[config.mk]
export PLATFORM = sky130hd
export DESIGN_NAME = insn_decoder
export DESIGN_NICKNAME = d
export VERILOG_FILES = /design/src/common/rvv_isa_pkg.sv /design/src/insn_decoder.sv
export VERILOG_INCLUDE_DIRS = /design/src /design/src/common
export SDC_FILE = /design/constraint.sdc
export NUM_CORES = 1
export LEC_CHECK = 0
export BUFFER_PORTS_ARGS = -buffer_cell sky130_fd_sc_hd__buf_2
export CAP_MARGIN = 20
export CORE_AREA = 2 2 39 41
export DETAILED_ROUTE_END_ITERATION = 10
export DIE_AREA = 0 0 41 43
export GPL_ROUTABILITY_DRIVEN = 1
export PLACE_DENSITY_LB_ADDON = 0.1
export SLEW_MARGIN = 20
export SYNTH_ARGS = -nofsm -noshare
export SYNTH_HDL_FRONTEND = slang
export SYNTH_SLANG_ARGS = --single-unit
export TNS_END_PERCENT = 10
[constraint.sdc]
create_clock -name vclk -period 4.91
set_clock_uncertainty 0.15 [all_clocks]
set_input_delay 0.982 -clock vclk [all_inputs]
set_output_delay 0.982 -clock vclk [all_outputs]
set_load 0.02 [all_outputs]
[src/common/vec_defines.svh]
`ifndef VEC_DEFINES_SVH
`define VEC_DEFINES_SVH

// vector register width in bits
`define VLEN 128
// datapath beat, one half of a register
`define DATA_WIDTH 64
`define DW_B 8
`define BEATS_PER_REG 2

// register file shape
`define NUM_VEC 32
`define VREG_ADDR_WIDTH 5

// host side widths
`define XLEN 32
`define INSN_WIDTH 32
`define MEM_ADDR_WIDTH 32

`endif

[src/common/rvv_isa_pkg.sv]
`include "vec_defines.svh"

package rvv_isa_pkg;

    // major opcodes, insn[6:0]
    typedef enum logic [6:0] {
        ST_OP = 7'h27,
        V_OP  = 7'h57
    } opcode_mjr_e;

    // funct3 of OP-V, operand category
    typedef enum logic [2:0] {
        IVV = 3'h0,
        IVI = 3'h3,
        IVX = 3'h4,
        CFG = 3'h7
    } opcode_mnr_e;

    // funct6 of the integer ops kept here
    typedef enum logic [5:0] {
        VADD = 6'h00,
        VSUB = 6'h02,
        VAND = 6'h09,
        VOR  = 6'h0A,
        VXOR = 6'h0B
    } alu_funct_e;

    // what the issue block does with a fetched insn
    typedef enum logic [1:0] {
        CLS_NONE,
        CLS_CFG,
        CLS_ALU,
        CLS_STORE
    } insn_class_e;

    typedef struct packed {
        insn_class_e                  cls;
        opcode_mnr_e                  mnr;
        alu_funct_e                   funct;
        // vd for alu ops, vs3 for stores
        logic [`VREG_ADDR_WIDTH-1:0]  vd;
        // vs1, rs1 or simm5
        logic [`VREG_ADDR_WIDTH-1:0]  vs1;
        logic [`VREG_ADDR_WIDTH-1:0]  vs2;
        // vsew from the vsetvli zimm
        logic [2:0]                   sew;
    } decoded_insn_t;

endpackage

[src/insn_decoder.sv]
`timescale 1ns/1ps
`include "vec_defines.svh"

module insn_decoder
    import rvv_isa_pkg::*;
(
    input  logic [`INSN_WIDTH-1:0] insn,
    output decoded_insn_t          dec
);

    opcode_mjr_e mjr;
    logic        funct_ok;

    assign mjr      = opcode_mjr_e'(insn[6:0]);
    assign funct_ok = alu_funct_e'(insn[31:26]) inside {VADD, VSUB, VAND, VOR, VXOR};

    always_comb begin
        dec       = '0;
        // field slicing, meaning depends on class
        dec.mnr   = opcode_mnr_e'(insn[14:12]);
        dec.funct = alu_funct_e'(insn[31:26]);
        dec.vd    = insn[11:7];
        dec.vs1   = insn[19:15];
        dec.vs2   = insn[24:20];
        // vsew sits at zimm[5:3]
        dec.sew   = insn[25:23];
        dec.cls   = CLS_NONE;
        case (mjr)
            V_OP: begin
                case (dec.mnr)
                    // unmasked only, vm must be set
                    IVV, IVI, IVX: if (insn[25] && funct_ok) dec.cls = CLS_ALU;
                    // vsetvli only, sew above 64 is rejected here
                    CFG: if (!insn[31] && !insn[25]) dec.cls = CLS_CFG;
                    default: dec.cls = CLS_NONE;
                endcase
            end
            ST_OP: begin
                // unit stride: nf, mew, mop and sumop all zero, vm set
                if (insn[31:26] == 6'h0 && insn[25] && insn[24:20] == 5'h0) begin
                    dec.cls = CLS_STORE;
                end
            end
            default: dec.cls = CLS_NONE;
        endcase
    end

endmodule

==> impl_metrics.toml <==
[global_route]
globalRouteOverflowTotal = 0
grt_max_degree = 5
grt_pass1_vias = 268
antenna_found_initial = 0
grt_pass1_wl_um = 1048
grt_util_all_layers_pct = 7.992

[setup_path]
crit_path_cell_trace = "buf_2 > or4b_1 > nor4_1 > nand3_1 > o41ai_1 > buf_2"
crit_required_ns = 3.78
cp-end-kind = "output port"
critPathKind = "input pin to output port"
crit_fanout = 3
crit_top_cell = "buf_2"
cp-start-kind = "input pin"
crit_path_start = "insn[31]"
cp-endpoint = "dec[28]"
cp.arrival_ns = 2.31
max_stage_delay_ns = 0.55
crit_path_top_delay_cell = "or4b_1"

[die]
core_area_um2 = 1384
initial_core_util_pct = 22.88
io_pins = 61
die-width_um = 41
rows = 14
die_area_um2 = 1763
fp.dieH_um = 43

[power_and_ir_drop]
clkPwrFrac_pct = 0
intPower_w = 0.00001283
power.total_w = 0.00003072
peakVddDrop_uv = 16.35
switching_power_w = 0.00001789
swShare_pct = 58.25
p_seq_share_pct = 0
p_per_area_nw_per_um2 = 90.60
leakage_nw = 0.1962
combinationalPowerShare_pct = 100.0

[detailed_routing]
routedWlPerCell_um = 9.909
viasPerCell = 4.247
finalWirelength_um = 763
via_count = 327
drc_errors = 0
drtIter0Drc = 4
wl_met2_um = 313
dr.max_layer_used = "met3"
drt_first_pass_iters = 3
routed-wl-met3_um = 152
ant_nets = 0
wirelength_met1_um = 297

[sta]
worstMarginPinSlew_ns = 0.2787
setup-tns-final_ns = 0
relSlewSlack_pct = 81.25
setup_ws_ns = 1.468
holdWs_ns = 1.814
rsz0062_at_grt = "false"
max_freq_mhz = 290.5
hold_viol_final = 0
setup_violations = 0
final.min_clock_period_ns = 3.442
maxSlewViolCount = 0
timing.final.crit_share_pct = 70.11

[job]
maxCapViolCount = 0

[run_status]
status = "finished, final reports clean"

[finish]
nets = 95
seqCellArea_um2 = 0
nClkBuffers = 0
drive_gt1_share_pct = 67.21
design.seq.count = 0
antenna-diode-count = 0
area_growth_pct = 7.114
layout_commonest_cell = "buf_2"
layout_common_cells = "buf_2, nand2_1, nor4_1, nor2_1, nor3_1"
post-route-util_pct = 24.50

[hold_path]
hp-class = "input pin to output port"

[yosys]
synth_area_um2 = 316.6
postSynthCellCount = 47
synth_fp_nets = 79
yosys_warnings = 0
avgSynthCellArea_um2 = 6.735
seq_area_frac_synth_pct = 0
synth_cell_types = 13

[clocking]
cts_setup_buffers = 0
ctsHoldBuffers = 0
cts-resized-gates = 0

[placement]
gp_congestion = 0.6922
port_buffers = 41
place_ws_ns = 1.439
hpwl_um = 698.6
[cell usage after synthesis]
library cell	instances	area share, %
or4b_1	1	3.2
nor4_1	3	5.9
nor3_1	2	3.2
nand2_1	4	4.7
nor2_1	3	3.6
buf_4	27	64
o21ai_0	1	1.6
nor4b_1	1	2.8
nand4b_1	1	2.8
nand3_1	1	1.6
o41ai_1	1	2.8
nor2b_1	1	2.0
nand2b_1	1	2.0
[power by group through the flow]
stage / combinational, W / sequential, W / clock, W
global route: 0.0000333 / 0 / 0
floorplan: 0.0000350 / 0 / 0
finish: 0.0000307 / 0 / 0
global placement: 0.0000314 / 0 / 0
CTS: 0.0000311 / 0 / 0
detailed placement: 0.0000310 / 0 / 0
[worst min-delay path by stage]
stage	startpoint	end	slack, ns	cells after the start
2_1_floorplan	insn[23]	dec[0]	1.93	1
6_report	insn[10]	dec[16]	1.81	0
5_1_grt	insn[10]	dec[16]	1.81	0
4_1_cts	insn[10]	dec[16]	1.81	0
3_3_place_gp	insn[10]	dec[16]	1.81	0
3_5_place_dp	insn[10]	dec[16]	1.81	0
[stage by stage]
step | area, µm² | std cells
floorplan | 316.6 | 47
global placement | 339.1 | 77
global route | 339.1 | 77
detailed placement | 339.1 | 77
finish | 339.1 | 77
CTS | 339.1 | 77
[critical path: cells and delay by family]
family	cells	cell delay (ns)
buffers and inverters	2	0.32
AND/OR/NAND/NOR	3	0.92
AO/OA/AOI/OAI	1	0.08
[final cells by class]
cell class | instances | area, µm²
Fill cell | 162 | 1045
Multi-Input combinational cell | 20 | 113.9
Timing Repair Buffer | 41 | 205.2
Tap cell | 16 | 20.02
[cell families after synthesis]
| family | count (synthesis) | share of synthesized area, % |
|---|---|---|
| compound gates | 2 | 4.347 |
| buf+inv | 27 | 64.03 |
| simple gates | 18 | 31.62 |
[metal layers]
metal	track usage, %	vias up
met5	0	-
met4	0	0
met3	4.712	0
met2	12.19	35
met1	10.13	129
li1	-	163
(Power assumes the default switching activity.)
