[src/common/vec_defines.svh]
`ifndef VEC_DEFINES_SVH
`define VEC_DEFINES_SVH

// vector register width in bits
`define VLEN 128
// datapath beat, one half of a register
`define DATA_WIDTH 64
`define DW_B 8
`define BEATS_PER_REG 2

// register file shape
`define NUM_VEC 32
`define VREG_ADDR_WIDTH 5

// host side widths
`define XLEN 32
`define INSN_WIDTH 32
`define MEM_ADDR_WIDTH 32

`endif

[src/common/rvv_isa_pkg.sv]
`include "vec_defines.svh"

package rvv_isa_pkg;

    // major opcodes, insn[6:0]
    typedef enum logic [6:0] {
        ST_OP = 7'h27,
        V_OP  = 7'h57
    } opcode_mjr_e;

    // funct3 of OP-V, operand category
    typedef enum logic [2:0] {
        IVV = 3'h0,
        IVI = 3'h3,
        IVX = 3'h4,
        CFG = 3'h7
    } opcode_mnr_e;

    // funct6 of the integer ops kept here
    typedef enum logic [5:0] {
        VADD = 6'h00,
        VSUB = 6'h02,
        VAND = 6'h09,
        VOR  = 6'h0A,
        VXOR = 6'h0B
    } alu_funct_e;

    // what the issue block does with a fetched insn
    typedef enum logic [1:0] {
        CLS_NONE,
        CLS_CFG,
        CLS_ALU,
        CLS_STORE
    } insn_class_e;

    typedef struct packed {
        insn_class_e                  cls;
        opcode_mnr_e                  mnr;
        alu_funct_e                   funct;
        // vd for alu ops, vs3 for stores
        logic [`VREG_ADDR_WIDTH-1:0]  vd;
        // vs1, rs1 or simm5
        logic [`VREG_ADDR_WIDTH-1:0]  vs1;
        logic [`VREG_ADDR_WIDTH-1:0]  vs2;
        // vsew from the vsetvli zimm
        logic [2:0]                   sew;
    } decoded_insn_t;

endpackage

[src/common/vec_pipe_pkg.sv]
`include "vec_defines.svh"

package vec_pipe_pkg;

    // beat offset inside a register
    localparam int OFF_WIDTH = $clog2(`BEATS_PER_REG);

    typedef struct packed {
        logic [2:0] sew;
        logic [7:0] vl;
    } vcfg_t;

    // one beat headed into the alu
    typedef struct packed {
        logic                         valid;
        rvv_isa_pkg::alu_funct_e      funct;
        logic [2:0]                   sew;
        logic [`VREG_ADDR_WIDTH-1:0]  vd;
        logic [OFF_WIDTH-1:0]         off;
        logic                         use_scalar;
        // scalar or imm already replicated per element
        logic [`DATA_WIDTH-1:0]       scalar;
    } alu_beat_t;

    // alu result beat, goes to the regfile write port
    typedef struct packed {
        logic                         valid;
        logic [`VREG_ADDR_WIDTH-1:0]  vd;
        logic [OFF_WIDTH-1:0]         off;
        logic [`DATA_WIDTH-1:0]       data;
    } wr_beat_t;

endpackage

[src/vec_exec/vec_alu.sv]
`timescale 1ns/1ps
`include "vec_defines.svh"

module vec_alu
    import rvv_isa_pkg::*, vec_pipe_pkg::*;
(
    input  logic                    clk,
    input  logic                    rst_n,
    input  alu_beat_t               beat,
    input  logic [`DATA_WIDTH-1:0]  vs1_data,
    input  logic [`DATA_WIDTH-1:0]  vs2_data,
    output wr_beat_t                wr_beat
);

    logic [`DATA_WIDTH-1:0] op_a;
    logic [`DATA_WIDTH-1:0] op_b;
    logic [`DATA_WIDTH-1:0] sum;
    logic [`DATA_WIDTH-1:0] res;
    logic                   sub;
    logic                   carry;
    logic [8:0]             byte_sum;

    assign op_a = beat.use_scalar ? beat.scalar : vs1_data;
    assign op_b = vs2_data;
    assign sub  = beat.funct == VSUB;

    // byte ripple adder, carry restarts at each element boundary
    // b - a as b + ~a + 1
    always_comb begin
        carry = sub;
        sum   = '0;
        for (int i = 0; i < `DW_B; i++) begin
            if ((i & ((1 << beat.sew) - 1)) == 0) carry = sub;
            byte_sum = {1'b0, op_b[i*8 +: 8]} + {1'b0, op_a[i*8 +: 8] ^ {8{sub}}} + 9'(carry);
            sum[i*8 +: 8] = byte_sum[7:0];
            carry = byte_sum[8];
        end
    end

    always_comb begin
        case (beat.funct)
            VAND:    res = op_b & op_a;
            VOR:     res = op_b | op_a;
            VXOR:    res = op_b ^ op_a;
            // vadd, vsub
            default: res = sum;
        endcase
    end

    always_ff @(posedge clk) begin
        if (!rst_n) begin
            wr_beat.valid <= 1'b0;
        end else begin
            wr_beat.valid <= beat.valid;
        end
        wr_beat.vd   <= beat.vd;
        wr_beat.off  <= beat.off;
        wr_beat.data <= res;
    end

endmodule

[config.mk]
export PLATFORM = sky130hd
export DESIGN_NAME = vec_alu
export DESIGN_NICKNAME = d
export VERILOG_FILES = /design/src/common/rvv_isa_pkg.sv /design/src/common/vec_pipe_pkg.sv /design/src/vec_exec/vec_alu.sv
export VERILOG_INCLUDE_DIRS = /design/src /design/src/common
export SDC_FILE = /design/constraint.sdc
export NUM_CORES = 1
export LEC_CHECK = 0
export BUFFER_PORTS_ARGS = -buffer_cell sky130_fd_sc_hd__buf_4
export CORE_UTILIZATION = 40
export CTS_BUF_LIST = sky130_fd_sc_hd__clkbuf_4
export DETAILED_ROUTE_END_ITERATION = 8
export GPL_TIMING_DRIVEN = 0
export PLACE_DENSITY = 0.66
export SLEW_MARGIN = 20
export SYNTH_ARGS = -nofsm -noshare
export SYNTH_HDL_FRONTEND = slang
export SYNTH_SLANG_ARGS = --single-unit
[constraint.sdc]
create_clock -name clk -period 48.5 [get_ports clk]
set_input_delay 9.7 -clock clk [delete_from_list [all_inputs] [get_ports clk]]
set_output_delay 9.7 -clock clk [all_outputs]
set_load 0.005 [all_outputs]
==> impl_metrics.yaml <==
status:
  status: "complete, no violations"
final_layout:
  num-nets-final: 1827
  top_regs: "wr_beat (71)"
  top_register: "wr_beat"
  largest_register_ffs: 71
  drive_above_1_share_pct: 24.1
  areaGrowthSynthToFinish_pct: 28.0
logic_synthesis:
  synth_seq_cells: 71
  yosys-top-cells-area: "ha_1, dfxtp_1, mux2i_1"
  async_flop_share_pct: 0
  post-synth-top-count-cell: "ha_1"
  netlist_area_sq_mm: 0.00948
  synth.distinct_cells: 55
  synth_area_leader_cell: "ha_1"
  ys_warn_count: 0
  synthesis.nets: 1536
  synth_edf_count: 0
  seq_area_frac_synth_pct: 15.0
  synthFlopType: "dfxtp_1"
  synth_common_cells: "ha_1, inv_1, mux2i_1"
  netlist_instances: 1125
  yosysTopAreaCellShare_pct: 24.4
  postSynthAreaPerCell_sq_um: 8.43
sta:
  maxSlewViolCount: 0
  tightest_slew_ps: 1120
  hold_ws_ps: 9310
  finalCritPeriodShare_pct: 54.6
  final.setup.tns_ps: 0
  fmax_mhz: 37.8
  grt_setup_unrepaired: "false"
  layout_setup_ws_ps: 22020
  min_period_ps: 26480
  final-setup-viol-count: 0
  maxSlewHeadroom_pct: 25.1
  final-hold-violation-count: 0
clock_network:
  cts_setup_buffers: 0
  cts_buffers: 9
  htree_levels: 3
  clk_pin_slew_worst_paths_ps: 140
  cts_hold_buf: 0
  cts_tree: "done"
  cts-root-buf: "clkbuf_4"
  cts_num_sinks: 71
  cts_buffer_depth: 2
  post_cts_resized: 0
min_path:
  min-delay-start: "beat[68]"
  holdPathStages: 1
  holdCritPathClass: "primary input to flop"
  min_to: "wr_beat[67]"
routing:
  wl_per_cell_microns: 20.1
  drcViolationCount: 0
  routed-wl-met2_mm: 16.4
  wl_met1_mm: 14.9
  viasPerCell: 5.42
  drt-initial-drc-count: 511
  num_vias: 9401
  met3_wirelength_mm: 2.54
  dr.pass1.iters: 5
  ant_nets: 0
  routed.top_layer: "met4"
  finalWirelength_mm: 34.8
place:
  gp_congestion: 0.962
  post-place-ws_ps: 21660
  hpwl_mm: 27.1
  portBuffers: 280
global_routing:
  track_usage_pct: 28.3
  grt_pass1_wl_mm: 51.0
  grt_start_max_net_pins: 13
  grt-ovfl-total: 0
  antenna_found_initial: 1
  grt_pass1_vias: 9151
setup_path:
  cpMostUsedCell: "fa_1"
  critPathMaxFanout: 10
  slowest_stage: "o31ai_1"
  startpoint_type: "primary input"
  critPathMaxStageDelay_ps: 570
  worstPathArrival_ps: 26830
  crit_type: "primary input to flop"
  critPathTopFamily: "compound AO/OA/AOI/OAI gates"
  path_buf_inv: 5
  endpoint_kind: "flop"
  required_ps: 48850
pwr:
  total_power_uw: 270
  power_density_mw_per_mm2: 22.3
  power.leakage_nw: 6.17
  vdd_drop_max_uv: 12.7
floorplanning:
  dieArea_sq_mm: 0.0243
  row_count: 55
  initial_utilization_pct: 41.4
  fp.dieW_microns: 156
  io_pins: 282
  core_sq_mm: 0.0229
  die_h_microns: 156
run:
  cap_violations: 0
## kinds of logic (layout without fill, tap and decap cells)
| group | count (synthesis) | in the layout | share of synthesized area [%] |
|---|---|---|---|
| muxes | 128 | 128 | 13.8 |
| adders and majority gates | 200 | 200 | 27.6 |
| other | 0 | 1 | 0 |
| DFF | 71 | 71 | 15.0 |
| xor gates and xnor gates | 87 | 87 | 8.04 |
| and+or+nand+nor | 177 | 177 | 9.41 |
| buffers and inverters | 205 | 500 | 8.42 |
| AOI/OAI and AO/OA | 257 | 257 | 17.8 |
## power breakdown
group / switching [mW] / internal, mW
clock network: 0.0257 / 0.0205
logic: 0.0721 / 0.0739
registers: 0.00458 / 0.0736
total: 0.102 / 0.168
## how the worst max path moves through the flow
stage          startpoint     endpoint  slack (ps)  cells after the start
2_1_floorplan    beat[76]  wr_beat[62]       25320                     70
3_3_place_gp     beat[74]  wr_beat[63]       21630                     70
3_5_place_dp     beat[74]  wr_beat[63]       21660                     70
4_1_cts          beat[74]  wr_beat[63]       22090                     70
5_1_grt          beat[74]  wr_beat[63]       20870                     70
6_report         beat[74]  wr_beat[63]       22020                     70
## area by class of cell
| type | instances | area, sq um |
|---|---|---|
| clock buffers | 9 | 67.6 |
| plain buffers | 53 | 230 |
| inverters | 152 | 571 |
| multi-input cells | 849 | 7260 |
| flip-flops and latches | 71 | 1420 |
| diodes | 1 | 2.50 |
| fillers | 2246 | 10800 |
| clock inverters | 6 | 86.3 |
| repair buffers | 280 | 2100 |
| well taps | 313 | 392 |
## metal layers
| layer | global-route usage [%] | up-vias |
|---|---|---|
| li1 | - | 4530 |
| met1 | 35.0 | 4451 |
| met2 | 49.3 | 367 |
| met3 | 4.56 | 53 |
| met4 | 9.80 | 0 |
| met5 | 0 | - |
## cells in the final DEF (no fill, tap or decap), types with 6 or more instances in the layout
cell      count
buf_4       282
ha_1        185
inv_1       151
mux2i_1     111
xnor2_1      77
dfxtp_1      71
nor2_1       55
o21ai_0      54
a21oi_1      48
o22ai_1      37
a22oi_1      31
nand2_1      25
clkbuf_1     24
nand3_1      24
nor2b_1      21
buf_2        19
o21a_1       18
o22a_1       17
mux2_2       16
fa_1         15
or3_1        13
nor3_1       13
xor2_1       10
a311oi_1      9
clkbuf_4      9
buf_1         8
o31ai_1       6
nor3b_1       6
## through the flow
step | instance area (sq um) | utilization, % | std cells
6_report | 12100 | 53.0 | 1734
5_1_grt | 12100 | 53.0 | 1734
4_1_cts | 12100 | 52.9 | 1733
3_5_place_dp | 12000 | 52.3 | 1718
3_3_place_gp | 12000 | 52.3 | 1718
2_1_floorplan | 9480 | - | 1125
Note: power is estimated with default switching activity, not from simulation.
