[src/common/vec_defines.svh]
`ifndef VEC_DEFINES_SVH
`define VEC_DEFINES_SVH

// vector register width in bits
`define VLEN 128
// datapath beat, one half of a register
`define DATA_WIDTH 64
`define DW_B 8
`define BEATS_PER_REG 2

// register file shape
`define NUM_VEC 32
`define VREG_ADDR_WIDTH 5

// host side widths
`define XLEN 32
`define INSN_WIDTH 32
`define MEM_ADDR_WIDTH 32

`endif

[src/common/rvv_isa_pkg.sv]
`include "vec_defines.svh"

package rvv_isa_pkg;

    // major opcodes, insn[6:0]
    typedef enum logic [6:0] {
        ST_OP = 7'h27,
        V_OP  = 7'h57
    } opcode_mjr_e;

    // funct3 of OP-V, operand category
    typedef enum logic [2:0] {
        IVV = 3'h0,
        IVI = 3'h3,
        IVX = 3'h4,
        CFG = 3'h7
    } opcode_mnr_e;

    // funct6 of the integer ops kept here
    typedef enum logic [5:0] {
        VADD = 6'h00,
        VSUB = 6'h02,
        VAND = 6'h09,
        VOR  = 6'h0A,
        VXOR = 6'h0B
    } alu_funct_e;

    // what the issue block does with a fetched insn
    typedef enum logic [1:0] {
        CLS_NONE,
        CLS_CFG,
        CLS_ALU,
        CLS_STORE
    } insn_class_e;

    typedef struct packed {
        insn_class_e                  cls;
        opcode_mnr_e                  mnr;
        alu_funct_e                   funct;
        // vd for alu ops, vs3 for stores
        logic [`VREG_ADDR_WIDTH-1:0]  vd;
        // vs1, rs1 or simm5
        logic [`VREG_ADDR_WIDTH-1:0]  vs1;
        logic [`VREG_ADDR_WIDTH-1:0]  vs2;
        // vsew from the vsetvli zimm
        logic [2:0]                   sew;
    } decoded_insn_t;

endpackage

[src/common/vec_pipe_pkg.sv]
`include "vec_defines.svh"

package vec_pipe_pkg;

    // beat offset inside a register
    localparam int OFF_WIDTH = $clog2(`BEATS_PER_REG);

    typedef struct packed {
        logic [2:0] sew;
        logic [7:0] vl;
    } vcfg_t;

    // one beat headed into the alu
    typedef struct packed {
        logic                         valid;
        rvv_isa_pkg::alu_funct_e      funct;
        logic [2:0]                   sew;
        logic [`VREG_ADDR_WIDTH-1:0]  vd;
        logic [OFF_WIDTH-1:0]         off;
        logic                         use_scalar;
        // scalar or imm already replicated per element
        logic [`DATA_WIDTH-1:0]       scalar;
    } alu_beat_t;

    // alu result beat, goes to the regfile write port
    typedef struct packed {
        logic                         valid;
        logic [`VREG_ADDR_WIDTH-1:0]  vd;
        logic [OFF_WIDTH-1:0]         off;
        logic [`DATA_WIDTH-1:0]       data;
    } wr_beat_t;

endpackage

[src/cfg_unit.sv]
`timescale 1ns/1ps
`include "vec_defines.svh"

module cfg_unit
    import rvv_isa_pkg::*, vec_pipe_pkg::*;
(
    input  logic               clk,
    input  logic               rst_n,
    input  decoded_insn_t      dec,
    input  logic               fire,
    input  logic [`XLEN-1:0]   avl,
    output vcfg_t              cfg,
    output logic               vl_report_valid,
    output logic [`XLEN-1:0]   vl_report
);

    logic       is_cfg;
    logic [7:0] vlmax;
    logic [7:0] vl_next;

    assign is_cfg = fire && dec.cls == CLS_CFG;

    // elements per register, lmul fixed at 1
    assign vlmax = 8'((`VLEN / 8) >> dec.sew);

    // rs1 = x0 asks for vlmax, else clip avl
    assign vl_next = (dec.vs1 == '0)             ? vlmax :
                     (avl < `XLEN'(vlmax))       ? avl[7:0] : vlmax;

    always_ff @(posedge clk) begin
        if (!rst_n) begin
            cfg.sew <= 3'd0;
            cfg.vl  <= 8'd0;
        end else if (is_cfg) begin
            cfg.sew <= dec.sew;
            cfg.vl  <= vl_next;
        end
    end

    // report goes back in the issue cycle
    assign vl_report_valid = is_cfg;
    assign vl_report       = `XLEN'(vl_next);

    // decoder keeps illegal vsew out, alu lane split relies on it
    a_sew_legal: assert property (@(posedge clk) disable iff (!rst_n) cfg.sew <= 3'd3);

endmodule

[config.mk]
export PLATFORM = sky130hd
export DESIGN_NAME = cfg_unit
export DESIGN_NICKNAME = d
export VERILOG_FILES = /design/src/common/rvv_isa_pkg.sv /design/src/common/vec_pipe_pkg.sv /design/src/cfg_unit.sv
export VERILOG_INCLUDE_DIRS = /design/src /design/src/common
export SDC_FILE = /design/constraint.sdc
export NUM_CORES = 1
export LEC_CHECK = 0
export BUFFER_PORTS_ARGS = -buffer_cell sky130_fd_sc_hd__buf_2
export CORE_MARGIN = 2
export CORE_UTILIZATION = 37
export CTS_CLUSTER_SIZE = 16
export DETAILED_ROUTE_END_ITERATION = 6
export PLACE_DENSITY = 0.86
export SYNTH_ARGS = -nofsm -noshare
export SYNTH_HDL_FRONTEND = slang
export SYNTH_SLANG_ARGS = --single-unit
[constraint.sdc]
create_clock -name clk -period 8.7 [get_ports clk]
set_clock_uncertainty 0.15 [all_clocks]
set_input_delay 2.175 -clock clk [delete_from_list [all_inputs] [get_ports clk]]
set_output_delay 2.175 -clock clk [all_outputs]
set_load 0.02 [all_outputs]
==> results.md <==
- The run finished with clean final reports.
- For this block, the via count after detailed routing is 981.
- Static timing analysis puts the maximum clock frequency at 142 MHz.
- Summed over all instances, the cell type with the most area after synthesis is dfxtp_1.
- The max-slew violation count is 0.
- Broken down by cell family, the worst path's largest delay share belongs to simple AND/OR/NAND/NOR gates.
- The maximum fanout along the worst path is 10.
- The cell with the largest stage delay on the worst path is or3_2.
- In this run the biggest area consumer among cell types represents 22.6% of the synthesized area.
- The maximum vdd drop is 0.0818 mV.
- The clock-pin slew on the worst setup and hold paths is 0.07 ns.
- The post-route fraction of the period consumed by the critical path is 81.0%.
- Routability-driven placement finished with a final weighted congestion of 0.769.
- The starting density of the core is 39.0%.
- The total buffers and inverters traversed by the critical path is 2.
- The startpoint kind of the worst setup timing path is an input pin.
- The critical path in this run is classified as input pin to output pin.
- The CTS tree is yes.
- After synthesis, the share of flip-flops with an asynchronous set or reset is 0%.
- Clock tree synthesis inserted a total of 3 buffers.
- On the final layout, the worst hold slack is 0.310 ns.
- For this run, the number of Yosys warnings is 0.
- Counting every sink on the clock net gives 11.
- The largest registers in the layout are cfg x11.
- The number of rows in the core area is 18.
- The signal arrival time at the worst endpoint is 4.72 ns.
- After floorplanning, the core was sized to cover 2500 sq um.
- The net count of the finished layout is 249.
- The hold-fix buffer count after cts is 0.
- The final total negative setup slack is 0 ns.
- The placed instances occupy a cell area of 1190 sq um.
- The half-perimeter wire length of the detailed placement result is 1910 um.
- Post-CTS timing repair inserted 0 buffers for setup.
- Clock tree synthesis selected as its root buffer the cell clkbuf_4.
- Fill cells in the final layout number 278.
- Dividing total power by cell area gives a power density of 106 nW/um^2.
- The total I/O pin count is 108.
- The die covers 3060 sq um.
- The post-route netlist has 42.2% of its cells at a drive strength greater than 1.
- Entering global routing, the biggest net connects 17 pins.
- After detailed routing, the number of remaining DRC violations is 0.
- The die extent in x is 55.4 um.
- The time the worst path needs with I/O delays and setup is 7.05 ns.
- The initial antenna violation count is 0.
- The first routing iteration left 15 violations.
- The number of flip-flops in the largest register is 11.
- The top register by number of flip-flops is cfg.
- In the synthesized netlist, the number of instances is 120.
- In this design, the stage delay of the slowest critical-path cell is 0.50 ns.
- The wire length of the first global-routing pass is 3760 um.
- The final hold violation count is 0.
- In this run, post-CTS repair resized a total of 0 instances.
- The max-cap check violation count is 0.
- The sort of element at the end of the critical path is an output pin.
- The most used flip-flop cell after synthesis is dfxtp_1.
- Global routing used 15.0% of the available tracks across all layers.
- Power comes to 0.129 mW.
- At the end of the flow the core is filled with cells to 48.6%.
- Compared with the post-synthesis result, the final layout area differs by 24.6%.
- Setup repair after global routing left no endpoint under its margin.
- Setup violations remaining at the end of the flow were counted as 0.
- STA puts the critical path data required time at 6.38 ns.
- Counting flops and latches in the post-synthesis netlist gives 11.
- The cell that appears most often on the critical path is buf_2.
- In the final layout, the multi-input gates occupy 612 sq um.
- The routed via count divided by cell count is 4.67.
- For this run, the register share of the synthesized area comes to 22.6%.
- The final layout contains routed wiring with a total length of 2310 um.
- By area the synthesized netlist is led by dfxtp_1 (23%), buf_4 (21%), ha_1 (5.1%).
- The sequential cells in the finished layout cover a total of 220 sq um.
- The total of buffers placed on input and output ports is 61.
- The level count of the clock H-tree is 1.
- The total overflow left after global routing is 0.
- The number of diodes is 0.
- The first detailed-routing pass took 4 iterations.
- The mean instance size in the synthesized netlist is 8.13 sq um.
- The clock latency on the worst-skew pair is 0.26 ns.
- The via count of the first global-routing pass came to 842.
- The post-synthesis instance area is 976 sq um.
- The critical path goes through buf_2, or3_2, ha_1, nor4_1, nand3_1, nor3_4, and2_1, mux2_4, buf_2.
- The height of the die is 55.4 um.
- The longest clock path from root to sink contains 2 buffers.
- After routing the design area is 1220 sq um.
- The synthesized netlist contains 31 unique library cells.
- Summed over all cells, the static leakage comes to 0.627 nW.
- The tightest min-delay check is of the flop to flop type.
- The average wire length per cell after detail routing is 11.0 um.
- The detail route stage leaves a number of antenna-violating nets equal to 0.
- Counting flops with a built-in enable in the synthesized netlist gives 0.
-- layout make-up --
cell class              count  area share [%]
well taps                  30            3.09
clock buffers               4            2.16
flip-flops and latches     11            18.1
repair buffers             61            25.1
multi-input cells         100            50.3
inverters                   4            1.23
-- stage by stage --
| step | setup WS (ns) | instances |
|---|---|---|
| global placement | 1.70 | 206 |
| floorplan | 2.16 | 146 |
| global route | 1.47 | 210 |
| CTS | 1.67 | 210 |
| finish | 1.65 | 210 |
| detailed placement | 1.68 | 206 |
-- placed cells by master (no fill, tap or decap), types with 3 or more instances in the layout --
cell,synthesis,final
a21boi_0,3,3
a211oi_1,3,3
a21oi_1,5,5
dfxtp_1,11,11
o21ai_0,10,10
inv_1,4,4
buf_2,1,61
nor4_1,7,7
and3_1,3,3
clkbuf_4,0,3
nand2_1,12,12
nor2_1,5,5
ha_1,4,4
nand3_1,5,5
conb_1,1,27
a311oi_2,3,3
-- power breakdown --
group | switching (mW) | internal (mW) | leakage, nW
sequential | 0.000674 | 0.0519 | 0.0894
clock | 0.0170 | 0.0177 | 0.0150
combinational | 0.0273 | 0.0146 | 0.523
total | 0.0450 | 0.0842 | 0.627
-- metal layers --
layer	track usage, %	vias up	part of all wire (%)
li1	-	492	-
met1	18.7	439	43
met2	24.5	48	48
met3	5.15	2	8.5
met4	4.18	0	0.35
met5	0	-	0
-- cell families after synthesis --
kind of cell | count (synthesis) | share of synthesized area [%]
and+or+nand+nor | 43 | 26.5
buffers and inverters | 35 | 24.7
AOI/OAI and AO/OA | 25 | 19.1
DFF | 11 | 22.6
adders and majority gates | 4 | 5.13
muxes | 1 | 1.54
other | 1 | 0.384
-- Yosys cell counts (all sizes together), types with 2 or more instances --
master,n
and3,3
a311oi,3
clkbuf,2
nor3b,2
a21boi,3
a21oi,5
inv,4
nor2,6
nand3,5
ha,4
dfxtp,11
buf,29
o21ai,10
a211oi,3
nor4,7
nand2,12
-- path summary, 6_finish.rpt --
path | from | endpoint | slack [ns] | depth (start not counted)
max | dec[2] | vl_report[0] | 1.65 | 9
min | cfg[10] | cfg[10] | 0.31 | 2
max reg2reg | cfg[3] | cfg[3] | 7.78 | 2
min reg2reg | cfg[10] | cfg[10] | 0.31 | 2
-- tightest hold or removal path, cell delays in order, from the launching register on --
cell	delay, ns
dfxtp_1	0.31
nand2_1	0.04
a21boi_0	0.06
Power figures use the tool's default switching activity.
