**src/common/vec_defines.svh**
```systemverilog
`ifndef VEC_DEFINES_SVH
`define VEC_DEFINES_SVH

// vector register width in bits
`define VLEN 128
// datapath beat, one half of a register
`define DATA_WIDTH 64
`define DW_B 8
`define BEATS_PER_REG 2

// register file shape
`define NUM_VEC 32
`define VREG_ADDR_WIDTH 5

// host side widths
`define XLEN 32
`define INSN_WIDTH 32
`define MEM_ADDR_WIDTH 32

`endif

```
**src/common/rvv_isa_pkg.sv**
```systemverilog
`include "vec_defines.svh"

package rvv_isa_pkg;

    // major opcodes, insn[6:0]
    typedef enum logic [6:0] {
        ST_OP = 7'h27,
        V_OP  = 7'h57
    } opcode_mjr_e;

    // funct3 of OP-V, operand category
    typedef enum logic [2:0] {
        IVV = 3'h0,
        IVI = 3'h3,
        IVX = 3'h4,
        CFG = 3'h7
    } opcode_mnr_e;

    // funct6 of the integer ops kept here
    typedef enum logic [5:0] {
        VADD = 6'h00,
        VSUB = 6'h02,
        VAND = 6'h09,
        VOR  = 6'h0A,
        VXOR = 6'h0B
    } alu_funct_e;

    // what the issue block does with a fetched insn
    typedef enum logic [1:0] {
        CLS_NONE,
        CLS_CFG,
        CLS_ALU,
        CLS_STORE
    } insn_class_e;

    typedef struct packed {
        insn_class_e                  cls;
        opcode_mnr_e                  mnr;
        alu_funct_e                   funct;
        // vd for alu ops, vs3 for stores
        logic [`VREG_ADDR_WIDTH-1:0]  vd;
        // vs1, rs1 or simm5
        logic [`VREG_ADDR_WIDTH-1:0]  vs1;
        logic [`VREG_ADDR_WIDTH-1:0]  vs2;
        // vsew from the vsetvli zimm
        logic [2:0]                   sew;
    } decoded_insn_t;

endpackage

```
**src/common/vec_pipe_pkg.sv**
```systemverilog
`include "vec_defines.svh"

package vec_pipe_pkg;

    // beat offset inside a register
    localparam int OFF_WIDTH = $clog2(`BEATS_PER_REG);

    typedef struct packed {
        logic [2:0] sew;
        logic [7:0] vl;
    } vcfg_t;

    // one beat headed into the alu
    typedef struct packed {
        logic                         valid;
        rvv_isa_pkg::alu_funct_e      funct;
        logic [2:0]                   sew;
        logic [`VREG_ADDR_WIDTH-1:0]  vd;
        logic [OFF_WIDTH-1:0]         off;
        logic                         use_scalar;
        // scalar or imm already replicated per element
        logic [`DATA_WIDTH-1:0]       scalar;
    } alu_beat_t;

    // alu result beat, goes to the regfile write port
    typedef struct packed {
        logic                         valid;
        logic [`VREG_ADDR_WIDTH-1:0]  vd;
        logic [OFF_WIDTH-1:0]         off;
        logic [`DATA_WIDTH-1:0]       data;
    } wr_beat_t;

endpackage

```
**src/vec_exec/vec_issue.sv**
```systemverilog
`timescale 1ns/1ps
`include "vec_defines.svh"

module vec_issue
    import rvv_isa_pkg::*, vec_pipe_pkg::*;
(
    input  logic                         clk,
    input  logic                         rst_n,
    input  logic [`INSN_WIDTH-1:0]       insn_in,
    input  logic                         insn_valid,
    input  logic [`XLEN-1:0]             scalar_in,
    output logic                         proc_rdy,
    input  decoded_insn_t                dec,
    output logic [`INSN_WIDTH-1:0]       fetch_insn,
    input  vcfg_t                        cfg,
    output logic                         cfg_fire,
    output logic [`XLEN-1:0]             cfg_scalar,
    output logic [`VREG_ADDR_WIDTH-1:0]  rd_addr_1,
    output logic [`VREG_ADDR_WIDTH-1:0]  rd_addr_2,
    output logic [`VREG_ADDR_WIDTH-1:0]  rd_addr_3,
    output logic [OFF_WIDTH-1:0]         rd_off,
    output alu_beat_t                    alu_beat,
    input  wr_beat_t                     wr_beat,
    input  logic [`DATA_WIDTH-1:0]       st_data,
    output logic [`DATA_WIDTH-1:0]       mem_port_data_out,
    output logic [`MEM_ADDR_WIDTH-1:0]   mem_port_addr_out,
    output logic                         mem_port_valid_out
);

    localparam logic [OFF_WIDTH-1:0] LAST_OFF = OFF_WIDTH'(`BEATS_PER_REG - 1);

    logic                     fetch_valid;
    logic [`XLEN-1:0]         fetch_scalar;
    logic [OFF_WIDTH-1:0]     beat_cnt;
    logic [`NUM_VEC-1:0]      sb;
    logic [`NUM_VEC-1:0]      sb_set;
    logic [`NUM_VEC-1:0]      sb_clr;
    logic                     multi;
    logic                     haz;
    logic                     issue;
    logic                     done;
    logic [`DATA_WIDTH-1:0]   op64;
    logic [`DATA_WIDTH-1:0]   scalar_rep;

    // alu ops and stores walk both beats
    assign multi = dec.cls == CLS_ALU || dec.cls == CLS_STORE;

    // raw check only before beat 0, later beats follow back to back
    assign haz = beat_cnt == '0 && (
                 (dec.cls == CLS_ALU && dec.mnr == IVV && sb[dec.vs1]) ||
                 (dec.cls == CLS_ALU && sb[dec.vs2]) ||
                 (dec.cls == CLS_STORE && sb[dec.vd]));

    assign issue    = fetch_valid && !haz;
    assign done     = issue && (!multi || beat_cnt == LAST_OFF);
    // free once the final beat of a multi-beat insn goes out
    assign proc_rdy = !fetch_valid || (issue && beat_cnt == LAST_OFF);
    assign cfg_fire = issue && beat_cnt == '0;

    always_ff @(posedge clk) begin
        if (!rst_n) begin
            fetch_valid <= 1'b0;
            beat_cnt    <= '0;
        end else begin
            if (insn_valid && proc_rdy) begin
                fetch_valid <= 1'b1;
            end else if (done) begin
                fetch_valid <= 1'b0;
            end
            if (done) begin
                beat_cnt <= '0;
            end else if (issue && multi) begin
                beat_cnt <= beat_cnt + 1'b1;
            end
        end
        if (insn_valid && proc_rdy) begin
            fetch_insn   <= insn_in;
            fetch_scalar <= scalar_in;
        end
    end

    assign cfg_scalar = fetch_scalar;

    // read ports follow the fetched fields
    assign rd_addr_1 = dec.vs1;
    assign rd_addr_2 = dec.vs2;
    assign rd_addr_3 = dec.vd;
    assign rd_off    = beat_cnt;

    // simm5 or rs1, sign extended, then copied into every element
    always_comb begin
        if (dec.mnr == IVI) begin
            op64 = {{(`DATA_WIDTH - 5){dec.vs1[4]}}, dec.vs1};
        end else begin
            op64 = {{(`DATA_WIDTH - `XLEN){fetch_scalar[`XLEN-1]}}, fetch_scalar};
        end
        case (cfg.sew)
            3'd0:    scalar_rep = {`DW_B{op64[7:0]}};
            3'd1:    scalar_rep = {(`DW_B / 2){op64[15:0]}};
            3'd2:    scalar_rep = {(`DW_B / 4){op64[31:0]}};
            default: scalar_rep = op64;
        endcase
    end

    always_comb begin
        alu_beat.valid      = issue && dec.cls == CLS_ALU;
        alu_beat.funct      = dec.funct;
        alu_beat.sew        = cfg.sew;
        alu_beat.vd         = dec.vd;
        alu_beat.off        = beat_cnt;
        alu_beat.use_scalar = dec.mnr != IVV;
        alu_beat.scalar     = scalar_rep;
    end

    // scoreboard: set on beat 0, clear when the final beat lands
    always_comb begin
        sb_set = '0;
        sb_clr = '0;
        if (alu_beat.valid && beat_cnt == '0) sb_set[dec.vd] = 1'b1;
        if (wr_beat.valid && wr_beat.off == LAST_OFF) sb_clr[wr_beat.vd] = 1'b1;
    end

    always_ff @(posedge clk) begin
        if (!rst_n) begin
            sb <= '0;
        end else begin
            // same vd back to back, set wins
            sb <= (sb & ~sb_clr) | sb_set;
        end
    end

    // store beats leave one cycle after the regfile read
    always_ff @(posedge clk) begin
        if (!rst_n) begin
            mem_port_valid_out <= 1'b0;
        end else begin
            mem_port_valid_out <= issue && dec.cls == CLS_STORE;
        end
        mem_port_data_out <= st_data;
        mem_port_addr_out <= `MEM_ADDR_WIDTH'(fetch_scalar) +
                             `MEM_ADDR_WIDTH'(beat_cnt) * `MEM_ADDR_WIDTH'(`DW_B);
    end

    // only registers with an op in flight may be written back
    a_wr_tracked: assert property (@(posedge clk) disable iff (!rst_n)
        wr_beat.valid |-> sb[wr_beat.vd]);

endmodule

```
**config.mk**
```make
export PLATFORM = sky130hd
export DESIGN_NAME = vec_issue
export DESIGN_NICKNAME = d
export VERILOG_FILES = /design/src/common/rvv_isa_pkg.sv /design/src/common/vec_pipe_pkg.sv /design/src/vec_exec/vec_issue.sv
export VERILOG_INCLUDE_DIRS = /design/src /design/src/common
export SDC_FILE = /design/constraint.sdc
export NUM_CORES = 1
export LEC_CHECK = 0
export ABC_CLOCK_PERIOD_IN_PS = 3800
export BUFFER_PORTS_ARGS = -buffer_cell sky130_fd_sc_hd__clkbuf_2
export CAP_MARGIN = 20
export CORE_AREA = 2 2 197 199
export CTS_BUF_LIST = sky130_fd_sc_hd__clkbuf_16
export DETAILED_ROUTE_END_ITERATION = 10
export DIE_AREA = 0 0 199 201
export GPL_TIMING_DRIVEN = 0
export PLACE_DENSITY_LB_ADDON = 0.1
export SYNTH_ARGS = -nofsm -noshare
export SYNTH_HDL_FRONTEND = slang
export SYNTH_SLANG_ARGS = --single-unit
```
**constraint.sdc**
```tcl
create_clock -name clk -period 3.8 [get_ports clk]
set_clock_uncertainty 0.05 [all_clocks]
set_input_delay 0.57 -clock clk [delete_from_list [all_inputs] [get_ports clk]]
set_output_delay 0.57 -clock clk [all_outputs]
set_load 0.05 [all_outputs]
```
==> results of run 1 <==
through the flow:
| stage | cells | setup WS, ns | hold slack (ns) | utilization | area, sq um |
|---|---|---|---|---|---|
| final | 1682 | 0.241 | 0.120 | 0.300 | 11500 |
| after global routing | 1682 | 0.0204 | 0.0816 | 0.300 | 11500 |
| after CTS | 1682 | 0.147 | 0.0773 | 0.300 | 11500 |
| after detailed placement | 1650 | 0.155 | 0.362 | 0.284 | 10800 |
| after global placement | 1648 | -0.315 | 0.342 | 0.283 | 10800 |
| after floorplan | 718 | 0.360 | 0.394 | - | 8080 |
cell usage after synthesis, types with 2 or more instances:
library cell and number:
a211o_1 4, a21o_1 3, a21oi_1 50, a22o_1 4, a22oi_1 3, a32oi_1 2
and3_1 6, and4_1 2, buf_1 4, buf_2 4, buf_4 31, buf_6 4
clkbuf_1 29, dfxtp_1 131, edfxtp_1 64, ha_1 2, inv_1 11, mux2_2 2
mux2i_1 27, mux4_1 3, mux4_2 19, nand2_1 77, nand2b_1 17, nand3_1 49
nand3b_1 6, nand4_1 7, nor2_1 28, nor2b_1 13, nor3_1 2, nor3_2 2
o211ai_1 33, o21ai_0 17, o21bai_1 5, o221ai_1 9, or2_2 3, or3_1 5
xnor2_1 22, xor2_1 5
power groups by stage:
| stage | Combinational (uW) | Sequential, uW | Clock [uW] |
|---|---|---|---|
| after floorplan | 593 | 2730 | 0 |
| after global placement | 1350 | 2380 | 0 |
| after detailed placement | 1350 | 2380 | 0 |
| after CTS | 1360 | 2330 | 1970 |
| after global routing | 1410 | 2340 | 2040 |
| final | 1340 | 2330 | 1890 |
worst max-delay path, delay by kind of cell:
kind                   cells  cell delay [ns]
AOI/OAI and AO/OA          2             0.42
buffers and inverters      3             0.91
and+or+nand+nor            2             1.02
final timing paths:
check	slack, ns	cells past startpoint	start	endpoint
worst max-delay path	0.24	7	dec[26]	alu_beat[50]
worst min-delay path	0.12	1	st_data[53]	mem_port_data_out[53]
worst max register to register	1.30	6	cfg_scalar[13]	mem_port_addr_out[24]
worst min register to register	0.37	0	cfg_scalar[1]	mem_port_addr_out[1]
area by class of cell:
class / instances / area, sq um
fill: 4061 / 26700
multi-input combinational: 439 / 3070
buffer: 73 / 427
tap: 518 / 648
timing repair buffer: 414 / 2100
sequential: 195 / 4540
inverter: 11 / 41.3
clock buffer: 17 / 425
clock inverter: 15 / 193
sequential cells by signal (all words and copies together) (netlist names):
register            flops
mem_port_data_out      64
cfg_scalar             32
sb                     32
mem_port_valid_out      1
fetch_insn             32
fetch_valid             1
mem_port_addr_out      32
rd_off                  1
placed cells by master, fill, tap and decap left out, types with 5 or more instances in the layout:
cell type	instances
mux4_2	19
or3_1	5
nor2_1	28
nand2b_1	17
a21oi_1	50
o21ai_0	17
o211ai_1	33
o221ai_1	9
mux2i_1	27
o21bai_1	5
clkbuf_2	413
xor2_1	5
nand3_1	49
buf_4	31
clkinv_8	5
and3_1	6
dfxtp_1	131
edfxtp_1	64
nand3b_1	6
nor2b_1	12
xnor2_1	22
nand2_1	77
nand4_1	7
inv_1	11
clkbuf_16	17
clkbuf_1	29
layer usage:
| layer | vias up | GRT usage | wire, um |
|---|---|---|---|
| li1 | 3449 | - | - |
| met1 | 3507 | 0.180 | 12500 |
| met2 | 279 | 0.271 | 15800 |
| met3 | 30 | 0.0494 | 2310 |
| met4 | 2 | 0.0533 | 551 |
| met5 | - | 0 | 16 |
logic make-up (layout without fill, tap and decap cells):
family / count (synthesis) / after routing / share of synthesized area
DFF: 195 / 195 / 0.563
buffers and inverters: 84 / 530 / 0.0579
muxes: 51 / 51 / 0.0990
xor gates and xnor gates: 27 / 27 / 0.0293
adders and majority gates: 2 / 2 / 0.00310
and+or+nand+nor: 222 / 222 / 0.135
AOI/OAI and AO/OA: 137 / 137 / 0.113
==> flow_summary.ini, run 1 <==
[status]
status = complete, no violations

[floorplanning]
io_pins = 502
start_util = 0.212
die_width_um = 199
core_sq_um = 38100
die_height_um = 201
dieArea_sq_um = 40000
rows = 72

[cts]
h-tree-depth = 4
cts_resized = 0
clkLatencyLatePin_ns = 0.49
holdBufCountCts = 0
cts-root-buf = clkbuf_16
cts_tree = yes
cts.clk_slew.worst_paths_ns = 0.09
clock-sinks = 195
cts_buffers = 17
clockBufferDepth = 2
postCtsSetupRepairBufs = 0

[route]
wirelength_mm = 31.1
drt_iter0_markers = 345
wl_per_cell_um = 18.5
vias = 7267
antenna_left = 0
via_per_inst = 4.32
drc = 0
drt_first_pass_iters = 5

[power_and_ir_drop]
p_sw_frac = 0.368
p_comb_frac = 0.241
p_clk_frac = 0.340
p_int_uw = 3520
seq_power_share = 0.419
powerDensity_nw_per_um2 = 486
peakVddDrop_uv = 329
total_power_uw = 5570
p_leak_uw = 0.00525
p_sw_uw = 2050

[timing]
slew_viol_final = 0
rsz0062_at_grt = no
layout_min_cycle_time_ns = 3.56
setup_viol = 0
finalHoldViolCount = 0
slew_headroom = 0.381
fmax_ghz = 0.281
worst_pin_slew_ns = 0.902
finalSetupTns_ns = 0
timing.final.crit_share = 0.937

[logic_synthesis]
synth_ff_type = dfxtp_1
synthArstFlopShare = 0
synth_cell_type_count = 51
synth_edf_count = 64
ys_warn_count = 0
ys_seq_area_frac = 0.563
synth.area.top_cells = dfxtp_1 (32%), edfxtp_1 (24%), mux4_2 (5.3%)
yosys.area.top_type_share = 0.325
avgSynthCellArea_sq_um = 11.2
synthCells = 718
synth_area_sq_um = 8080
yosys.area.top_type = dfxtp_1
synth_fp_nets = 962
ys_ff_latch = 195

[global_route]
antenna_found_initial = 1
grt_start_max_net_pins = 29
first_global_vias = 6915
overflow = 0
grt_pass1_wl_mm = 44.9
track_usage = 0.156

[finish]
diodes = 0
final_layout_size_suffix_gt1_frac = 0.444
syn_to_final_growth_pct = 41.8
fin_nets = 1395

[critical_path]
critPathLaunchType = primary input
worstPathCellList = clkbuf_2 -> nand3b_1 -> nor2_1 -> clkbuf_1 -> a21oi_1 -> o221ai_1 -> clkbuf_2
cp_slowest_stage_delay_ns = 0.70
slowest_stage = nor2_1
critical_path_class = in2out
cp.arrival_ns = 2.94
crit_fanout = 10
cp_common_cell = clkbuf_2
worstSetupEndpointType = output pin
required_ns = 3.18

[flow_run]
cap_viol_max_count = 0

[placed_design]
gp_congestion = 0.816
io_buffers = 412
dp_hpwl_mm = 25.2

[min_path]
hp-class = in2reg
Note: power is estimated with default switching activity, not from simulation.
==> run 2: changes to the inputs <==
--- a/config.mk
+++ b/config.mk
@@ -6,13 +6,14 @@
 export SDC_FILE = /design/constraint.sdc
 export NUM_CORES = 1
 export LEC_CHECK = 0
-export ABC_CLOCK_PERIOD_IN_PS = 3800
+export ABC_AREA = 1
+export ABC_CLOCK_PERIOD_IN_PS = 4180
 export BUFFER_PORTS_ARGS = -buffer_cell sky130_fd_sc_hd__clkbuf_2
 export CAP_MARGIN = 20
-export CORE_AREA = 2 2 197 199
+export CORE_AREA = 2 2 198 200
 export CTS_BUF_LIST = sky130_fd_sc_hd__clkbuf_16
 export DETAILED_ROUTE_END_ITERATION = 10
-export DIE_AREA = 0 0 199 201
+export DIE_AREA = 0 0 200 202
 export GPL_TIMING_DRIVEN = 0
 export PLACE_DENSITY_LB_ADDON = 0.1
 export SYNTH_ARGS = -nofsm -noshare
==> constraint.sdc (replaced) <==
create_clock -name clk -period 4.18 [get_ports clk]
set_clock_uncertainty 0.05 [all_clocks]
set_input_delay 0.627 -clock clk [delete_from_list [all_inputs] [get_ports clk]]
set_output_delay 0.627 -clock clk [all_outputs]
set_load 0.05 [all_outputs]
==> flow_summary.ini, run 2 <==
[status]
status = complete, no violations

[floorplanning]
io_pins = 502
core_sq_um = 38300
start_util = 0.218
die_width_um = 200
rows = 72
dieArea_sq_um = 40400
die_height_um = 202

[cts]
clockBufferDepth = 2
clock-sinks = 195
cts-root-buf = clkbuf_16
cts.clk_slew.worst_paths_ns = 0.08
postCtsSetupRepairBufs = 0
cts_buffers = 17
h-tree-depth = 4
holdBufCountCts = 0
cts_resized = 0
clkLatencyLatePin_ns = 0.45
cts_tree = yes

[power_and_ir_drop]
total_power_uw = 5080
p_leak_uw = 0.00556
peakVddDrop_uv = 278
p_clk_frac = 0.324
powerDensity_nw_per_um2 = 433
p_sw_frac = 0.373
p_sw_uw = 1900
p_comb_frac = 0.261
seq_power_share = 0.415
p_int_uw = 3180

[global_route]
antenna_found_initial = 1
use_met3 = 0.0449
grtUsageMet2 = 0.288
track_usage = 0.169
overflow = 0
grt_start_max_net_pins = 27
first_global_vias = 8043
top_usage_layer = met2
grt_pass1_wl_mm = 50.4
use_met1 = 0.213

[logic_synthesis]
synth.area.top_cells = dfxtp_1 (31%), edfxtp_1 (23%), nand2_1 (7.5%)
synth_edf_count = 64
avgSynthCellArea_sq_um = 8.64
synth_ff_type = dfxtp_1
ys_warn_count = 0
synthCells = 968
yosys-top-cells-count = nand2_1 (168), dfxtp_1 (131), inv_1 (121), o21ai_0 (97), nand3_1 (68)
ys_seq_area_frac = 0.544
yosys.area_share.simple = 0.204
yosysMostFrequentCell = nand2_1
synth_area_sq_um = 8360
synth.mux.area_fraction = 0
synthAdderAreaFrac = 0.00299
synthXorXnorAreaFrac = 0.0283
synth_cell_type_count = 37
synth_compound_area_frac = 0.110
yosys.area.top_type_share = 0.314
synthArstFlopShare = 0
ys_ff_latch = 195
synth_top_family_by_area = simple AND/OR/NAND/NOR gates
synth_fp_nets = 1212
yosys.area.top_type = dfxtp_1

[min_path]
hp-class = in2reg
min_path_cells = 1

[route]
antenna_left = 0
wirelength_mm = 34.8
drt_first_pass_iters = 5
drt_iter0_markers = 602
drc = 0
via_per_inst = 4.26
wl_per_cell_um = 18.0
vias = 8260

[placed_design]
io_buffers = 417
dpl_worst_slack_ns = 0.297
dp_hpwl_mm = 28.7
gp_congestion = 0.867

[timing]
layout_min_cycle_time_ns = 3.99
rsz0062_at_grt = no
fin_ws_ns = 0.185
finalHoldViolCount = 0
worst_pin_slew_ns = 1.01
fmax_ghz = 0.250
holdWs_ns = 0.224
slew_viol_final = 0
setup_viol = 0
timing.final.crit_share = 0.956
slew_headroom = 0.318

[critical_path]
required_ns = 3.50
reg2regPathDepth = 11
cp.arrival_ns = 3.32
critPathLaunchType = primary input
worstSetupEndpointType = output pin
critical_path_class = in2out
crit_fanout = 8
regToRegSetupSlack_ns = 1.29

[finish]
syn_to_final_growth_pct = 40.3
layout_common_cells = clkbuf_2 (417), nand2_1 (168), dfxtp_1 (131)
top_register = mem_port_data_out
regArea_sq_um = 4540
n_fill_cell = 4204
diodes = 0
fin_nets = 1651
layout_commonest_cell = clkbuf_2
largest_reg_flops = 64
multi_input_area_sq_um = 2900
final_layout_size_suffix_gt1_frac = 0.370

[flow_run]
cap_viol_max_count = 0
## run 2: routing by layer
metal  wire length (um)  part of all wire  vias up
met5                 12           0.00034        -
li1                   -                 -     4065
met3               2650             0.076       19
met1              14800              0.42     3847
met2              17000              0.49      327
met4                418             0.012        2
## run 2: power groups by stage
stage          clock network [uW]  logic (uW)  registers (uW)
2_1_floorplan                   0         592            2480
3_3_place_gp                    0        1330            2160
3_5_place_dp                    0        1340            2160
4_1_cts                      1700        1340            2110
5_1_grt                      1770        1400            2120
6_report                     1650        1330            2110
## run 2: area by class of cell
| class | instances | share of cell area |
|---|---|---|
| buffer | 66 | 0.0374 |
| clock buffer | 17 | 0.0363 |
| clock inverter | 15 | 0.0132 |
| inverter | 129 | 0.0415 |
| multi-input combinational | 578 | 0.247 |
| sequential | 195 | 0.387 |
| tap | 518 | 0.0552 |
| timing repair buffer | 420 | 0.182 |
## run 2: critical path, cell delays in order
cell,delay (ns)
clkbuf_2,0.19
inv_2,0.10
nor2_1,0.48
a21oi_1,0.13
nand2_1,0.15
nand2_1,0.07
nand2_1,0.06
nor2_1,0.05
nand2_1,0.06
nand2_1,0.09
nand2_2,0.10
nor2_4,0.07
o21ai_0,0.68
nor2_1,0.14
clkbuf_2,0.29
## run 2: path summary, 6_finish.rpt
kind,from,end
worst min register to register,cfg_scalar[2],mem_port_addr_out[2]
worst max register to register,rd_off,mem_port_addr_out[31]
worst max-delay path,dec[14],alu_beat[80]
worst min-delay path,st_data[53],mem_port_data_out[53]
## run 2: stage by stage
step	TNS (ns)	instances	area, sq um	util
floorplan	0	968	8360	-
global placement	-20.85	1903	11100	0.290
detailed placement	0	1906	11200	0.291
CTS	0	1938	11700	0.306
global route	0	1938	11700	0.306
finish	0	1938	11700	0.306
## run 2: cell families after synthesis
family / Yosys count
compound gates: 174
xor+xnor: 27
fa+ha+maj: 2
buf+inv: 195
flops: 195
simple gates: 375
==> run 3: changes to the inputs <==
--- a/config.mk
+++ b/config.mk
@@ -11,7 +11,7 @@
 export BUFFER_PORTS_ARGS = -buffer_cell sky130_fd_sc_hd__clkbuf_2
 export CAP_MARGIN = 20
 export CORE_AREA = 2 2 198 200
-export CTS_BUF_LIST = sky130_fd_sc_hd__clkbuf_16
+export CTS_BUF_LIST = sky130_fd_sc_hd__clkbuf_8
 export DETAILED_ROUTE_END_ITERATION = 10
 export DIE_AREA = 0 0 200 202
 export GPL_TIMING_DRIVEN = 0
==> flow_summary.ini, run 3 (synthesis results as in run 2) <==
[finish]
syn_to_final_growth_pct = 38.1
layout_commonest_cell = clkbuf_2
diodes = 0
fin_area_sq_um = 11500
fin_nets = 1651
final_layout_size_suffix_gt1_frac = 0.371
layout_common_cells = clkbuf_2 (417), nand2_1 (168), dfxtp_1 (131)
largest_reg_flops = 64
top_register = mem_port_data_out
n_fill_cell = 4227

[global_route]
grt_pass1_wl_mm = 50.4
track_usage = 0.169
grt_start_max_net_pins = 27
overflow = 0
first_global_vias = 8064
antenna_found_initial = 1

[cts]
holdBufCountCts = 0
clockBufferDepth = 2
clock-sinks = 195
postCtsSetupRepairBufs = 0
cts_buffers = 17
cts-root-buf = clkbuf_8
cts.clk_slew.worst_paths_ns = 0.12
h-tree-depth = 4
clkLatencyLatePin_ns = 0.50
cts_resized = 0
cts_tree = yes

[floorplanning]
die_width_um = 200
die_height_um = 202
core_sq_um = 38300
start_util = 0.218
dieArea_sq_um = 40400
io_pins = 502
rows = 72

[placed_design]
dp_hpwl_mm = 28.7
gp_congestion = 0.867
dpl_cell_area_sq_um = 11200
io_buffers = 417
dpl_worst_slack_ns = 0.297

[timing]
layout_min_cycle_time_ns = 3.91
timing.final.crit_share = 0.934
worst_pin_slew_ns = 1.04
finalHoldViolCount = 0
fin_ws_ns = 0.274
slew_headroom = 0.298
rsz0062_at_grt = no
fmax_ghz = 0.256
slew_viol_final = 0
setup_viol = 0

[power_and_ir_drop]
peakVddDrop_uv = 240
p_int_uw = 2850
p_comb_frac = 0.282
seq_power_share = 0.449
p_sw_uw = 1850
p_sw_frac = 0.394
p_clk_frac = 0.269
powerDensity_nw_per_um2 = 407
total_power_uw = 4700
p_leak_uw = 0.00548

[critical_path]
crit_fanout = 8
cp_common_cell = nand2_1
cp_slowest_stage_delay_ns = 0.61
cp.arrival_ns = 3.23
critPathLaunchType = primary input
critical_path_class = in2out
slowest_stage = o21ai_0
worstPathCellList = clkbuf_2 -> inv_2 -> nor2_1 -> a21oi_1 -> nand2_1 -> nand2_1 -> nand2_1 -> nor2_1 -> nand2_1 -> nand2_1 -> nand2_2 -> nor2_4 -> o21ai_0 -> nor2_1 -> clkbuf_2
reg2reg_from = rd_off
required_ns = 3.50
crit_start = dec[14]
worstSetupEndpointType = output pin

[route]
vias = 8240
wirelength_mm = 34.7
wl_per_cell_um = 17.9
antenna_left = 0
via_per_inst = 4.25
drt_first_pass_iters = 4
drc = 0
drt_iter0_markers = 549

[status]
status = complete, no violations

[flow_run]
cap_viol_max_count = 0

[min_path]
hp-class = in2reg
hold_start = st_data[53]
==> run 3: changes by cell type in the layout (fill, tap and decap cells not counted), sizes merged <==
cell,change
clkbuf,+1
clkinv,-1
==> run 3: cell type report <==
cell class                      count  area (sq um)  area share
Buffer                             66           439      0.0380
Clock buffer                       18           248      0.0214
Clock inverter                     14           151      0.0131
Inverter                          129           487      0.0421
Multi-Input combinational cell    578          2900       0.251
Sequential cell                   195          4540       0.393
Tap cell                          518           648      0.0561
Timing Repair Buffer              420          2130       0.185
==> run 3: power by group through the flow <==
| stage | combinational, uW | clock (uW) | sequential [uW] |
|---|---|---|---|
| 2_1_floorplan | 592 | 0 | 2480 |
| 6_report | 1330 | 1270 | 2110 |
| 3_5_place_dp | 1340 | 0 | 2160 |
| 5_1_grt | 1400 | 1390 | 2120 |
| 3_3_place_gp | 1330 | 0 | 2160 |
| 4_1_cts | 1340 | 1320 | 2110 |
==> run 3: critical path, delay by kind of cell <==
kind / cells / cell delay (ns)
simple gates: 10 / 1.28
compound gates: 2 / 0.74
buf+inv: 3 / 0.57
==> run 3: final timing paths <==
check	end	slack [ns]	cells after the start
worst max register to register	mem_port_addr_out[31]	1.27	11
worst min register to register	mem_port_addr_out[2]	0.38	0
worst max-delay path	alu_beat[80]	0.27	15
worst min-delay path	mem_port_data_out[53]	0.17	1
==> run 3: per-stage QoR <==
| step | hold WS [ns] | setup TNS, ns | std cells | utilization |
|---|---|---|---|---|
| CTS | 0.109 | 0 | 1938 | 0.302 |
| detailed placement | 0.357 | 0 | 1906 | 0.291 |
| finish | 0.170 | 0 | 1938 | 0.302 |
| global route | 0.107 | 0 | 1938 | 0.302 |
| global placement | 0.359 | -20.85 | 1903 | 0.290 |
| floorplan | 0.417 | 0 | 968 | - |
==> run 3: routing by layer <==
metal,track usage,wire length [um],vias to the layer above
met1,0.212,14700,3834
met5,0,12,-
li1,-,-,4063
met2,0.288,16800,322
met3,0.0449,2680,19
met4,0.0421,421,2
